[config.mk]
export PLATFORM = sky130hd
export DESIGN_NAME = ro_stage
export DESIGN_NICKNAME = d
export VERILOG_FILES = /design/src/ro_mem_pkg.sv /design/src/ro_task_pkg.sv /design/src/free_list.sv /design/src/lane_arbiter.sv /design/src/line_read_issuer.sv /design/src/mshr_table.sv /design/src/pair_unpacker.sv /design/src/ro_stage.sv
export SDC_FILE = /design/constraint.sdc
export NUM_CORES = 2
export LEC_CHECK = 0
export ABC_AREA = 0
export BUFFER_PORTS_ARGS = -buffer_cell sky130_fd_sc_hd__buf_4
export CAP_MARGIN = 20
export CELL_PAD_IN_SITES_DETAIL_PLACEMENT = 0
export CELL_PAD_IN_SITES_GLOBAL_PLACEMENT = 1
export CORE_AREA = 2 2 415 417
export CTS_CLUSTER_DIAMETER = 150
export DETAILED_ROUTE_END_ITERATION = 12
export DIE_AREA = 0 0 417 419
export PLACE_DENSITY_LB_ADDON = 0.2
export SETUP_SLACK_MARGIN = 0.1
export SLEW_MARGIN = 0
export SYNTH_ARGS = -nofsm -noshare
export SYNTH_HDL_FRONTEND = slang
export SYNTH_SLANG_ARGS = --single-unit
export TNS_END_PERCENT = 1
[constraint.sdc]
create_clock -name clk -period 10.3 [get_ports clk]
set_input_delay 1.03 -clock clk [delete_from_list [all_inputs] [get_ports clk]]
set_output_delay 1.03 -clock clk [all_outputs]
set_load 0.02 [all_outputs]
[src/ro_mem_pkg.sv]
package ro_mem_pkg;

   typedef logic [31:0]  addr_t;    // byte address
   typedef logic [511:0] line_t;    // one cache line as returned by memory
   typedef logic [63:0]  pair_t;

   localparam int PAIRS_PER_LINE = 8;
   localparam int LINE_BYTES     = PAIRS_PER_LINE * $bits(pair_t) / 8;

   typedef logic [$clog2(PAIRS_PER_LINE)-1:0] pair_slot_t;
   typedef logic [PAIRS_PER_LINE-1:0]         pair_mask_t;  // pairs of a line wanted by a read

   // read IDs, one per outstanding line read
   localparam int N_TAGS = 32;

   typedef logic [$clog2(N_TAGS)-1:0] tag_t;

endpackage

[src/ro_task_pkg.sv]
package ro_task_pkg;

   import ro_mem_pkg::*;

   localparam int N_LANES   = 4;
   localparam int N_THREADS = 8;
   localparam int MAX_PAIRS = 32;

   typedef logic [$clog2(N_LANES)-1:0]   lane_t;
   typedef logic [$clog2(N_THREADS)-1:0] thread_t;
   typedef logic [$clog2(MAX_PAIRS):0]   len_t;       // 1 to MAX_PAIRS, needs the extra bit
   typedef logic [$clog2(MAX_PAIRS)-1:0] pair_idx_t;
   typedef logic [15:0]                  ctx_t;

   // what a read tag stands for
   typedef struct packed {
      thread_t    thread;
      pair_mask_t mask;
      pair_idx_t  start_idx;   // request index of the first wanted pair of the line
   } mshr_entry_t;

   typedef struct packed {
      lane_t lane;
      ctx_t  ctx;
   } thread_ctx_t;

endpackage

[src/free_list.sv]
`timescale 1ns/1ps

module free_list import ro_mem_pkg::*; #(
   parameter type entry_t = tag_t,
   parameter int  DEPTH   = N_TAGS
) (
   input  logic   clk,
   input  logic   rstn,
   input  logic   push,
   input  entry_t push_id,
   input  logic   pop,
   output entry_t head_id,
   output logic   empty,
   output logic   full
);

   typedef logic [$clog2(DEPTH)-1:0]   ptr_t;
   typedef logic [$clog2(DEPTH+1)-1:0] cnt_t;

   entry_t ids [DEPTH];
   ptr_t   rd_ptr;
   ptr_t   wr_ptr;
   cnt_t   count;

   function automatic ptr_t ptr_inc(ptr_t p);
      return (p == ptr_t'(DEPTH - 1)) ? '0 : p + 1'b1;
   endfunction

   always_ff @(posedge clk) begin
      if (!rstn) begin
         rd_ptr <= '0;
         wr_ptr <= '0;   // full ring, write side sits on the read side
         count  <= cnt_t'(DEPTH);
         for (int i = 0; i < DEPTH; i++) begin
            ids[i] <= entry_t'(i);
         end
      end else begin
         if (push) begin
            ids[wr_ptr] <= push_id;
            wr_ptr      <= ptr_inc(wr_ptr);
         end
         if (pop) begin
            rd_ptr <= ptr_inc(rd_ptr);
         end
         if (push && !pop) begin
            count <= count + 1'b1;
         end else if (pop && !push) begin
            count <= count - 1'b1;
         end
      end
   end

   assign head_id = ids[rd_ptr];
   assign empty   = (count == '0);
   assign full    = (count == cnt_t'(DEPTH));   // every ID is home

endmodule

[src/lane_arbiter.sv]
`timescale 1ns/1ps

module lane_arbiter import ro_task_pkg::*; (
   input  logic [N_LANES-1:0] req_valid,
   input  logic               can_accept,
   output logic [N_LANES-1:0] req_ready,
   output logic               accept,
   output lane_t              accept_lane
);

   logic  any_valid;
   lane_t top_lane;

   // priority encoder, the highest lane wins since it is assigned last
   always_comb begin
      any_valid = 1'b0;
      top_lane  = '0;
      for (int i = 0; i < N_LANES; i++) begin
         if (req_valid[i]) begin
            any_valid = 1'b1;
            top_lane  = lane_t'(i);
         end
      end
   end

   assign accept      = any_valid & can_accept;
   assign accept_lane = top_lane;

   always_comb begin
      req_ready = '0;
      if (accept) begin
         req_ready[top_lane] = 1'b1;
      end
   end

endmodule

[src/line_read_issuer.sv]
`timescale 1ns/1ps

module line_read_issuer import ro_mem_pkg::*, ro_task_pkg::*; (
   input  logic                  clk,
   input  logic                  rstn,
   input  logic                  accept,
   input  lane_t                 accept_lane,
   input  addr_t [N_LANES-1:0]   req_addr,
   input  len_t  [N_LANES-1:0]   req_len,
   input  ctx_t  [N_LANES-1:0]   req_ctx,
   output logic                  can_accept,
   input  logic                  thread_empty,
   input  thread_t               thread_head,
   output logic                  thread_pop,
   input  logic                  tag_empty,
   input  tag_t                  tag_head,
   output logic                  tag_pop,
   output logic                  arvalid,
   input  logic                  arready,
   output addr_t                 araddr,
   output tag_t                  arid,
   output logic                  ctx_we,
   output thread_t               ctx_thread,
   output thread_ctx_t           ctx_wdata,
   output logic                  tag_we,
   output tag_t                  tag_waddr,
   output mshr_entry_t           tag_wdata,
   output thread_t               accept_thread,
   output len_t                  accept_len
);

   logic       busy;
   addr_t      cur_addr;
   len_t       remaining;   // pairs not yet covered by a read
   pair_idx_t  run_idx;
   thread_t    cur_thread;
   pair_slot_t slot;
   len_t       room;
   len_t       n_read;
   logic       last_read;
   pair_mask_t mask;

   assign slot      = pair_slot_t'(cur_addr >> 3);
   assign room      = len_t'(PAIRS_PER_LINE) - len_t'(slot);   // pairs up to the line end
   assign last_read = (remaining <= room);
   assign n_read    = last_read ? remaining : room;

   always_comb begin
      for (int i = 0; i < PAIRS_PER_LINE; i++) begin
         mask[i] = (len_t'(i) >= len_t'(slot)) && (len_t'(i) < len_t'(slot) + n_read);
      end
   end

   assign arvalid    = busy & !tag_empty;
   assign araddr     = cur_addr;
   assign arid       = tag_head;
   assign tag_pop    = arvalid & arready;
   assign can_accept = !thread_empty & (!busy | (tag_pop & last_read));
   assign thread_pop = accept;

   always_ff @(posedge clk) begin
      if (!rstn) begin
         busy <= 1'b0;
      end else if (accept) begin
         busy <= 1'b1;
      end else if (tag_pop && last_read) begin
         busy <= 1'b0;
      end
   end

   always_ff @(posedge clk) begin
      if (accept) begin
         cur_addr   <= req_addr[accept_lane];
         remaining  <= req_len[accept_lane];
         run_idx    <= '0;
         cur_thread <= thread_head;
      end else if (tag_pop) begin
         cur_addr  <= (cur_addr & ~addr_t'(LINE_BYTES - 1)) + addr_t'(LINE_BYTES);
         remaining <= remaining - n_read;
         run_idx   <= run_idx + pair_idx_t'(n_read);
      end
   end

   assign tag_we    = tag_pop;
   assign tag_waddr = tag_head;
   assign tag_wdata = '{thread: cur_thread, mask: mask, start_idx: run_idx};

   assign ctx_we     = accept;
   assign ctx_thread = thread_head;
   assign ctx_wdata  = '{lane: accept_lane, ctx: req_ctx[accept_lane]};

   // a zero length marks a cycle without accept, real lengths start at 1
   assign accept_thread = thread_head;
   assign accept_len    = accept ? req_len[accept_lane] : '0;

endmodule

[src/mshr_table.sv]
`timescale 1ns/1ps

module mshr_table import ro_mem_pkg::*, ro_task_pkg::*; (
   input  logic        clk,
   input  logic        tag_we,
   input  tag_t        tag_waddr,
   input  mshr_entry_t tag_wdata,
   input  tag_t        tag_raddr,
   output mshr_entry_t tag_rdata,
   input  logic        ctx_we,
   input  thread_t     ctx_thread,
   input  thread_ctx_t ctx_wdata,
   input  thread_t     ctx_raddr,
   output thread_ctx_t ctx_rdata
);

   mshr_entry_t tag_mem [N_TAGS];      // one record per outstanding read
   thread_ctx_t ctx_mem [N_THREADS];   // one record per request in flight

   always_ff @(posedge clk) begin
      if (tag_we) begin
         tag_mem[tag_waddr] <= tag_wdata;
      end
   end

   always_ff @(posedge clk) begin
      if (ctx_we) begin
         ctx_mem[ctx_thread] <= ctx_wdata;
      end
   end

   assign tag_rdata = tag_mem[tag_raddr];
   assign ctx_rdata = ctx_mem[ctx_raddr];

endmodule

[src/pair_unpacker.sv]
`timescale 1ns/1ps

module pair_unpacker import ro_mem_pkg::*, ro_task_pkg::*; (
   input  logic        clk,
   input  logic        rstn,
   input  logic        rvalid,
   output logic        rready,
   input  tag_t        rid,
   input  line_t       rdata,
   output tag_t        tag_raddr,
   input  mshr_entry_t tag_rdata,
   output thread_t     ctx_raddr,
   input  thread_ctx_t ctx_rdata,
   input  thread_t     accept_thread,
   input  len_t        accept_len,
   output logic        tag_push,
   output tag_t        tag_push_id,
   output logic        thread_push,
   output thread_t     thread_push_id,
   output logic        out_valid,
   input  logic        out_ready,
   output pair_t       out_data,
   output lane_t       out_lane,
   output ctx_t        out_ctx,
   output pair_idx_t   out_idx,
   output logic        out_last
);

   logic       hold;
   line_t      line_q;
   pair_mask_t mask_q;
   thread_t    thread_q;
   pair_idx_t  start_q;
   pair_slot_t sent_q;      // pairs already sent from this line
   pair_slot_t slot;
   pair_mask_t next_mask;
   logic       take;
   logic       fire;
   len_t       rem [N_THREADS];

   // lowest set bit of the mask
   always_comb begin
      slot = '0;
      for (int i = PAIRS_PER_LINE - 1; i >= 0; i--) begin
         if (mask_q[i]) begin
            slot = pair_slot_t'(i);
         end
      end
   end

   assign next_mask = mask_q & ~(pair_mask_t'(1) << slot);
   assign fire      = out_valid & out_ready;
   assign rready    = !hold | (fire & (next_mask == '0));
   assign take      = rvalid & rready;

   assign tag_raddr   = rid;
   assign tag_push    = take;
   assign tag_push_id = rid;

   always_ff @(posedge clk) begin
      if (!rstn) begin
         hold <= 1'b0;
      end else if (take) begin
         hold <= 1'b1;
      end else if (fire && next_mask == '0) begin
         hold <= 1'b0;
      end
   end

   always_ff @(posedge clk) begin
      if (take) begin
         line_q   <= rdata;
         mask_q   <= tag_rdata.mask;
         thread_q <= tag_rdata.thread;
         start_q  <= tag_rdata.start_idx;
         sent_q   <= '0;
      end else if (fire) begin
         mask_q <= next_mask;
         sent_q <= sent_q + 1'b1;
      end
   end

   // pairs still owed per thread, loaded at accept
   always_ff @(posedge clk) begin
      if (!rstn) begin
         for (int t = 0; t < N_THREADS; t++) begin
            rem[t] <= '0;
         end
      end else begin
         if (fire) begin
            rem[thread_q] <= rem[thread_q] - 1'b1;
         end
         if (accept_len != '0) begin
            rem[accept_thread] <= accept_len;
         end
      end
   end

   assign ctx_raddr = thread_q;

   assign out_valid = hold;
   assign out_data  = line_q[slot * $bits(pair_t) +: $bits(pair_t)];
   assign out_lane  = ctx_rdata.lane;
   assign out_ctx   = ctx_rdata.ctx;
   assign out_idx   = start_q + pair_idx_t'(sent_q);
   assign out_last  = (rem[thread_q] == len_t'(1));

   assign thread_push    = fire & out_last;   // final pair frees the thread
   assign thread_push_id = thread_q;

endmodule

[src/ro_stage.sv]
`timescale 1ns/1ps

module ro_stage import ro_mem_pkg::*, ro_task_pkg::*; (
   input  logic                clk,
   input  logic                rstn,
   input  logic [N_LANES-1:0]  req_valid,
   output logic [N_LANES-1:0]  req_ready,
   input  addr_t [N_LANES-1:0] req_addr,
   input  len_t  [N_LANES-1:0] req_len,
   input  ctx_t  [N_LANES-1:0] req_ctx,
   output logic                arvalid,
   input  logic                arready,
   output addr_t               araddr,
   output tag_t                arid,
   input  logic                rvalid,
   output logic                rready,
   input  tag_t                rid,
   input  line_t               rdata,
   output logic                out_valid,
   input  logic                out_ready,
   output pair_t               out_data,
   output lane_t               out_lane,
   output ctx_t                out_ctx,
   output pair_idx_t           out_idx,
   output logic                out_last,
   output logic                idle
);

   logic        accept;
   lane_t       accept_lane;
   logic        can_accept;
   logic        thread_empty;
   thread_t     thread_head;
   logic        thread_pop;
   logic        thread_push;
   thread_t     thread_push_id;
   logic        tag_empty;
   tag_t        tag_head;
   logic        tag_pop;
   logic        tag_push;
   tag_t        tag_push_id;
   logic        ctx_we;
   thread_t     ctx_thread;
   thread_ctx_t ctx_wdata;
   thread_t     ctx_raddr;
   thread_ctx_t ctx_rdata;
   logic        tag_we;
   tag_t        tag_waddr;
   mshr_entry_t tag_wdata;
   tag_t        tag_raddr;
   mshr_entry_t tag_rdata;
   thread_t     accept_thread;
   len_t        accept_len;

   lane_arbiter u_lane_arbiter (
      .req_valid   (req_valid),
      .can_accept  (can_accept),
      .req_ready   (req_ready),
      .accept      (accept),
      .accept_lane (accept_lane)
   );

   line_read_issuer u_issuer (
      .clk           (clk),
      .rstn          (rstn),
      .accept        (accept),
      .accept_lane   (accept_lane),
      .req_addr      (req_addr),
      .req_len       (req_len),
      .req_ctx       (req_ctx),
      .can_accept    (can_accept),
      .thread_empty  (thread_empty),
      .thread_head   (thread_head),
      .thread_pop    (thread_pop),
      .tag_empty     (tag_empty),
      .tag_head      (tag_head),
      .tag_pop       (tag_pop),
      .arvalid       (arvalid),
      .arready       (arready),
      .araddr        (araddr),
      .arid          (arid),
      .ctx_we        (ctx_we),
      .ctx_thread    (ctx_thread),
      .ctx_wdata     (ctx_wdata),
      .tag_we        (tag_we),
      .tag_waddr     (tag_waddr),
      .tag_wdata     (tag_wdata),
      .accept_thread (accept_thread),
      .accept_len    (accept_len)
   );

   mshr_table u_mshr_table (
      .clk       (clk),
      .tag_we    (tag_we),
      .tag_waddr (tag_waddr),
      .tag_wdata (tag_wdata),
      .tag_raddr (tag_raddr),
      .tag_rdata (tag_rdata),
      .ctx_we    (ctx_we),
      .ctx_thread(ctx_thread),
      .ctx_wdata (ctx_wdata),
      .ctx_raddr (ctx_raddr),
      .ctx_rdata (ctx_rdata)
   );

   pair_unpacker u_unpacker (
      .clk            (clk),
      .rstn           (rstn),
      .rvalid         (rvalid),
      .rready         (rready),
      .rid            (rid),
      .rdata          (rdata),
      .tag_raddr      (tag_raddr),
      .tag_rdata      (tag_rdata),
      .ctx_raddr      (ctx_raddr),
      .ctx_rdata      (ctx_rdata),
      .accept_thread  (accept_thread),
      .accept_len     (accept_len),
      .tag_push       (tag_push),
      .tag_push_id    (tag_push_id),
      .thread_push    (thread_push),
      .thread_push_id (thread_push_id),
      .out_valid      (out_valid),
      .out_ready      (out_ready),
      .out_data       (out_data),
      .out_lane       (out_lane),
      .out_ctx        (out_ctx),
      .out_idx        (out_idx),
      .out_last       (out_last)
   );

   free_list #(.entry_t(tag_t), .DEPTH(N_TAGS)) u_tag_pool (
      .clk     (clk),
      .rstn    (rstn),
      .push    (tag_push),
      .push_id (tag_push_id),
      .pop     (tag_pop),
      .head_id (tag_head),
      .empty   (tag_empty),
      .full    ()
   );

   // all threads home means nothing in flight
   free_list #(.entry_t(thread_t), .DEPTH(N_THREADS)) u_thread_pool (
      .clk     (clk),
      .rstn    (rstn),
      .push    (thread_push),
      .push_id (thread_push_id),
      .pop     (thread_pop),
      .head_id (thread_head),
      .empty   (thread_empty),
      .full    (idle)
   );

endmodule

* Word-level counts from Yosys, hierarchy flattened
Memory sizes are Yosys's and may differ from the RTL's. A register that Yosys moved wholly into a read port is not among the register bits.
Cells that the tools add are included.
** Word-level totals
- Register bits :: 605
- Bits in writable memories :: 888
- Word-level logic and storage cells :: 192
- Bits of input ports :: 742
- Memories kept :: 5
** Operators by class
- Reductions and logical operators :: 36
- Add/subtract/negate cells :: 16
- Mux-type cells :: 79
- Shifts and indexed selects :: 2
- Bitwise operators :: 13
- Order comparisons :: 18
- Equality and inequality tests :: 6
** Memories
- u_mshr_table.tag_mem :: words 32, width 16, rd ports 1, clocked after Yosys merged registers in 0, write ports 1, line mshr_table.sv:17 : mshr_entry_t tag_mem [N_TAGS];
- u_tag_pool.ids :: words 32, width 5, rd ports 1, clocked after Yosys merged registers in 1, write ports 32, line free_list.sv:20 : entry_t ids [DEPTH];
- u_mshr_table.ctx_mem :: words 8, width 18, rd ports 1, clocked after Yosys merged registers in 1, write ports 1, line mshr_table.sv:18 : thread_ctx_t ctx_mem [N_THREADS];
- u_unpacker.rem :: words 8, width 6, rd ports 1, clocked after Yosys merged registers in 1, write ports 8, line pair_unpacker.sv:39 : len_t rem [N_THREADS];
- u_thread_pool.ids :: words 8, width 3, rd ports 1, clocked after Yosys merged registers in 1, write ports 8, line free_list.sv:20
** Operators with widths (number)
- $shiftx A512 B10 Y64 :: 1
- $mux W32 :: 3
- $bmux W32 S2 :: 1
- $mux W3 :: 18
- $mux W6 :: 9
- $add A32 B7 Y32 const B :: 1
- $bmux W16 S2 :: 1
- $mux W1 :: 31
- $mux W5 :: 6
- $lt A3 B6 Y1 const A :: 4
- $mux W16 :: 1
- $mux W8 :: 2
- $logic_and A1 B1 Y1 :: 14
- $bmux W6 S2 :: 1
- $lt A1 B6 Y1 const A :: 2
- $lt A2 B6 Y1 const A :: 2
- $mux W4 :: 3
- $reduce_bool A2 Y1 :: 6
- $reduce_or A6 Y1 :: 2
- $sub A6 B1 Y6 const B :: 2
- $add A5 B1 Y5 const B :: 2
- $eq A5 B5 Y1 const B :: 2
- $add A3 B1 Y3 const B :: 3
- $and A1 B1 Y1 :: 9
- 30 further kinds :: 44

* Depth between registers and ports, before layout
- Depth in word-level cells :: 20
- Gate-level depth with buffers :: 20
- Gate-level depth less buffers :: 18

* By module
From an unflattened synthesis, not the netlist that was laid out.
** Second synthesis, totals
- Cells, all modules :: 4373
- Area, all modules :: 66196.0 sq um
** By module, submodules not included
- mshr_table :: area each 25733.4 sq um, cells each 1349, instances 1
- pair_unpacker :: area each 25291.8 sq um, cells each 1769, instances 1
- free_list (u_tag_pool) :: area each 8748.4 sq um, cells each 689, instances 1
- line_read_issuer :: area each 4594.4 sq um, cells each 412, instances 1
- free_list (u_thread_pool) :: area each 1764.2 sq um, cells each 144, instances 1
- lane_arbiter :: area each 63.8 sq um, cells each 10, instances 1

* Worst setup path before layout
No wires, ideal clock.
- Path kind :: register to register
- Start :: register u_unpacker.mask_q[0]
- End :: register u_tag_pool.count[5]
- Cell stages (with the launch flop) :: 18
- Data required time :: 10.237 ns
- Clock period less this slack :: 10.185 ns
- Arrival :: 10.123 ns
- Setup time :: 0.063 ns
- Path buffers :: 2
- Slack :: 0.115 ns
- Path through :: edfxtp_1 > buf_2 > or4_1 > buf_2 > o41a_1 > o31ai_4 > nand2_2 > inv_2 > ha_1 > inv_1 > ha_1 > a21o_1 > a21oi_1 > o21bai_1 > a21oi_1 > xnor2_1 > or3_1 > nand3_1
** Between the ends
- Cells in the longest elaborated chain, start to end :: 11
- Elaborated cells between the ends (all ways) :: 13
** RTL lines
- from (decl) :: line pair_unpacker.sv:31 : pair_mask_t mask_q;
- from (signal assigned) :: line pair_unpacker.sv:73 : mask_q <= tag_rdata.mask;
- from (signal assigned) :: line pair_unpacker.sv:78 : mask_q <= next_mask;
- $mux W3 :: line pair_unpacker.sv:45 : if (mask_q[i]) begin
- $shl A1 B3 Y8 :: line pair_unpacker.sv:51 : assign next_mask = mask_q & ~(pair_mask_t'(1) << slot);
- $not A8 Y8 :: line pair_unpacker.sv:51
- $and A8 B8 Y8 * :: line pair_unpacker.sv:51
- $logic_not A8 Y1 * :: line pair_unpacker.sv:53 : assign rready = !hold | (fire & (next_mask == '0));
- $and A1 B1 Y1 * :: line pair_unpacker.sv:53
- $or A1 B1 Y1 * :: line pair_unpacker.sv:53
- named net rready :: line ro_stage.sv:16 : output logic rready,
- $and A1 B1 Y1 * :: line pair_unpacker.sv:54 : assign take = rvalid & rready;
- named net tag_push :: line ro_stage.sv:40 : logic tag_push;
- $logic_not A1 Y1 :: line free_list.sv:47 : end else if (pop && !push) begin
- $logic_and A1 B1 Y1 :: line free_list.sv:47
- $reduce_bool A2 Y1 (no source line)
- to (signal assigned) :: line free_list.sv:33 : count <= cnt_t'(DEPTH);
- to (signal assigned) :: line free_list.sv:46 : count <= count + 1'b1;
- to (signal assigned) :: line free_list.sv:48 : count <= count - 1'b1;
- to (decl) :: line free_list.sv:23 : cnt_t count;
Mark *: on every way through the listed nets, which the timed path passes. The rest lies on a longest branch.
A chain may end at the register's enable or synchronous reset.

* Worst setup path after layout
- Start :: register u_issuer.cur_addr[4], in the netlist u_issuer.araddr[4]
- End :: output port req_ready[0]
** Between the ends
- Cells in the longest elaborated chain, start to end :: 7
** RTL lines
- from (decl) :: line line_read_issuer.sv:33 : addr_t cur_addr;
- from (signal assigned) :: line line_read_issuer.sv:73 : cur_addr <= req_addr[accept_lane];
- from (signal assigned) :: line line_read_issuer.sv:78 : cur_addr <= (cur_addr & ~addr_t'(LINE_BYTES - 1)) + addr_t'(LINE_BYTES);
- $sub A4 B3 Y5 :: line line_read_issuer.sv:44 : assign room = len_t'(PAIRS_PER_LINE) - len_t'(slot);
- $le A6 B6 Y1 :: line line_read_issuer.sv:45 : assign last_read = (remaining <= room);
- $and A1 B1 Y1 :: line line_read_issuer.sv:58 : assign can_accept = !thread_empty & (!busy | (tag_pop & last_read));
- $or A1 B1 Y1 :: line line_read_issuer.sv:58
- $and A1 B1 Y1 :: line line_read_issuer.sv:58
- $and A1 B1 Y1 :: line lane_arbiter.sv:26 : assign accept = any_valid & can_accept;
- $mux W4 :: line lane_arbiter.sv:31 : if (accept) begin
- to (decl) :: line ro_stage.sv:7 : output logic [N_LANES-1:0] req_ready,
No other way between the ends.

==> impl_metrics.ini <==
[outcome]
status = finished clean

[die]
coreArea_um2 = 171000
die_w_um = 417
num_rows = 152
die_h_um = 419
io_pins = 875
initial_core_util_pct = 36.8
fp.dieArea_um2 = 175000

[cts]
cts_tree = done
numCtsBuffers = 162
clk_path_buf_depth = 3
clk_pin_slew_ns = 0.06
cts_root_buffer = clkbuf_16
cts.sinks = 1504
cts_setup_buffers = 0
postCtsHoldBufs = 0
cts-resized-gates = 0
htree_num_levels = 4
clock_latency_ns = 0.81

[sta]
relSlewSlack_pct = 19.1
setup_viol = 0
clock_skew_ns = 0.0356
finalMaxSlewViolations = 0
hold_slack_ns = 0.395
final.min_clock_period_ns = 6.27
finalHoldViolations = 0
rsz0062_at_grt = false
finalCritPeriodShare_pct = 60.8
finalSetupTns_ns = 0
fmax_ghz = 0.160
worst_pin_slew_ns = 1.21

[logic_synthesis]
postSynthAreaPerCell_um2 = 16.4
seq_area_frac_synth_pct = 71.2
yosys_most_used_dff = edfxtp_1
ys_ff_latch = 1504
synth_area_um2 = 62700
synth.distinct_cells = 64
syn_inst = 3824
async_flop_share_pct = 0
yosysTopAreaCell = edfxtp_1
synth_top_cell_area_share_pct = 69.7
synth_area_leaders = edfxtp_1 (70%), mux4_2 (9.2%), nor2_1 (2.3%)
synth-edff-count = 1457
syn_nets = 4617
yosys_warnings = 0

[route]
drcViolationCount = 0
ant_nets = 0
routed_wl_mm = 219
drt-vias-per-instance = 5.55
num_vias = 39359
dr.pass1.iters = 7
wl_per_cell_um = 30.9
drtIter0Drc = 3974

[worst_setup_path]
startpoint_type = register
crit_type = reg -> out
cp-end-kind = output pin
cp.arrival_ns = 5.24
crit_fanout = 40
required_ns = 9.27

[job]
cap_violations = 0

[global_route]
first_global_vias = 38442
grt_max_degree = 193
grt.overflow.total = 0
antenna_found_initial = 43
track_usage_pct = 24.4
grt_pass1_wl_mm = 300

[place]
gp_congestion = 0.887
io_buffers = 874
dpl-instance-area_um2 = 72100
dp.final_hpwl_mm = 153

[worst_hold_path]
holdCritPathClass = in -> reg

[pwr]
leakage_nw = 27.4
power_density_nw_per_um2 = 232
ir_worst_vdd_mv = 0.300

[cells_and_area]
most-common-layout-cells = edfxtp_1 (1457), buf_4 (935), nor2_1 (343)
final_common_cell = edfxtp_1
drive_above_1_share_pct = 32.2
area.growth.synth_to_final_pct = 23.5
utilization_pct = 45.4
nNetsFinal = 5498
final_area_um2 = 77500
## cell families (layout without fill, tap and decap cells)
family / Yosys count / count (layout) / share of synthesized area [%]
adders and majority gates: 53 / 53 / 1.12
muxes: 386 / 386 / 11.4
other: 0 / 26 / 0
DFF: 1504 / 1504 / 71.2
and+or+nand+nor: 856 / 856 / 6.05
xor gates and xnor gates: 48 / 48 / 0.670
buffers and inverters: 269 / 1284 / 1.67
AOI/OAI and AO/OA: 708 / 708 / 7.87
## synthesized netlist by cell type, types with 9 or more instances
cell type and instances:
mux2_2 50, dfxtp_1 47, mux4_2 257, clkbuf_1 190, o22ai_1 64, a221o_1 128, nand2_1 209, nor2b_1 23
a211oi_1 29, nor2_1 382, ha_1 45, a21o_1 152, nand4_1 9, o21ai_0 89, nand2b_1 14, edfxtp_1 1457
o31ai_1 23, nand3_1 67, and2_1 11, and3_1 26, xnor2_1 28, buf_2 22, a21oi_1 172, mux2i_1 79
inv_1 34, buf_1 18, nor3_1 46, or2_2 9, xor2_1 20, or3_1 19
## final timing paths
path                                start                     end  slack [ns]  cells past startpoint
setup reg to reg       u_issuer.araddr[4]  u_thread_pool.count[3]        4.65                     20
hold / removal                 rdata[345]  u_unpacker.line_q[345]        0.40                      1
hold reg to reg   u_thread_pool.rd_ptr[2]                register        0.47                      2
setup / recovery       u_issuer.araddr[4]            req_ready[0]        4.03                     14
## power breakdown
| group | leakage, nW | total [mW] | switching, mW | internal, mW |
|---|---|---|---|---|
| Clock | 2.54 | 5.80 | 2.51 | 3.29 |
| Combinational | 10.9 | 3.92 | 2.52 | 1.40 |
| Sequential | 13.9 | 8.26 | 0.286 | 7.97 |
| Total | 27.4 | 18.0 | 5.31 | 12.7 |
## area by class of cell
type / count / area, um2
Antenna cell: 26 / 65.1
Fill cell: 15123 / 93100
Multi-Input combinational cell: 2051 / 17300
Sequential cell: 1504 / 44700
Clock inverter: 103 / 996
Inverter: 36 / 143
Tap cell: 2233 / 2790
Timing Repair Buffer: 950 / 7250
Clock buffer: 195 / 4250
## flip-flops by register name (all words and copies together) (netlist names), 4 cells and up, named ones only
name and flops:
u_thread_pool.ids 24, u_unpacker.mask_q 8, u_issuer.run_idx 5, u_issuer.araddr 32, u_mshr_table.ctx_mem 144, u_mshr_table.tag_mem 512
u_tag_pool.count 6, u_tag_pool.ids 160, u_unpacker.rem 48, u_unpacker.line_q 512, u_unpacker.start_q 5, u_tag_pool.rd_ptr 5
u_thread_pool.count 4, u_issuer.remaining 6, u_tag_pool.wr_ptr 5
## per-layer routing
layer | up-vias | share of wire, % | global-route usage (%) | wire length, um
met1 | 20424 | 40 | 31.6 | 87900
met4 | 16 | 3.6 | 9.41 | 7900
li1 | 17034 | - | - | -
met5 | - | 0.048 | 0 | 106
met2 | 1574 | 49 | 40.0 | 108000
met3 | 311 | 7.1 | 5.26 | 15500
## critical path, stage by stage, from the launching register on
cell	delay, ns
edfxtp_1	0.52
inv_1	0.17
ha_1	0.24
ha_1	0.32
inv_1	0.05
ha_1	0.28
and4_1	0.20
a21oi_1	0.19
o41a_1	0.60
nor2_2	0.04
buf_4	0.29
inv_2	0.64
buf_4	0.54
nor3_1	0.10
buf_4	0.20
## per-stage QoR
step	worst slack, ns	total power [mW]	instances
detailed placement	4.64	12.2	6766
floorplan	0.115	10.5	3824
finish	4.03	18.0	7098
global route	3.65	18.6	7091
global placement	4.63	12.2	6759
CTS	3.95	18.0	7064
No activity file was read; power rests on OpenSTA's default activity.
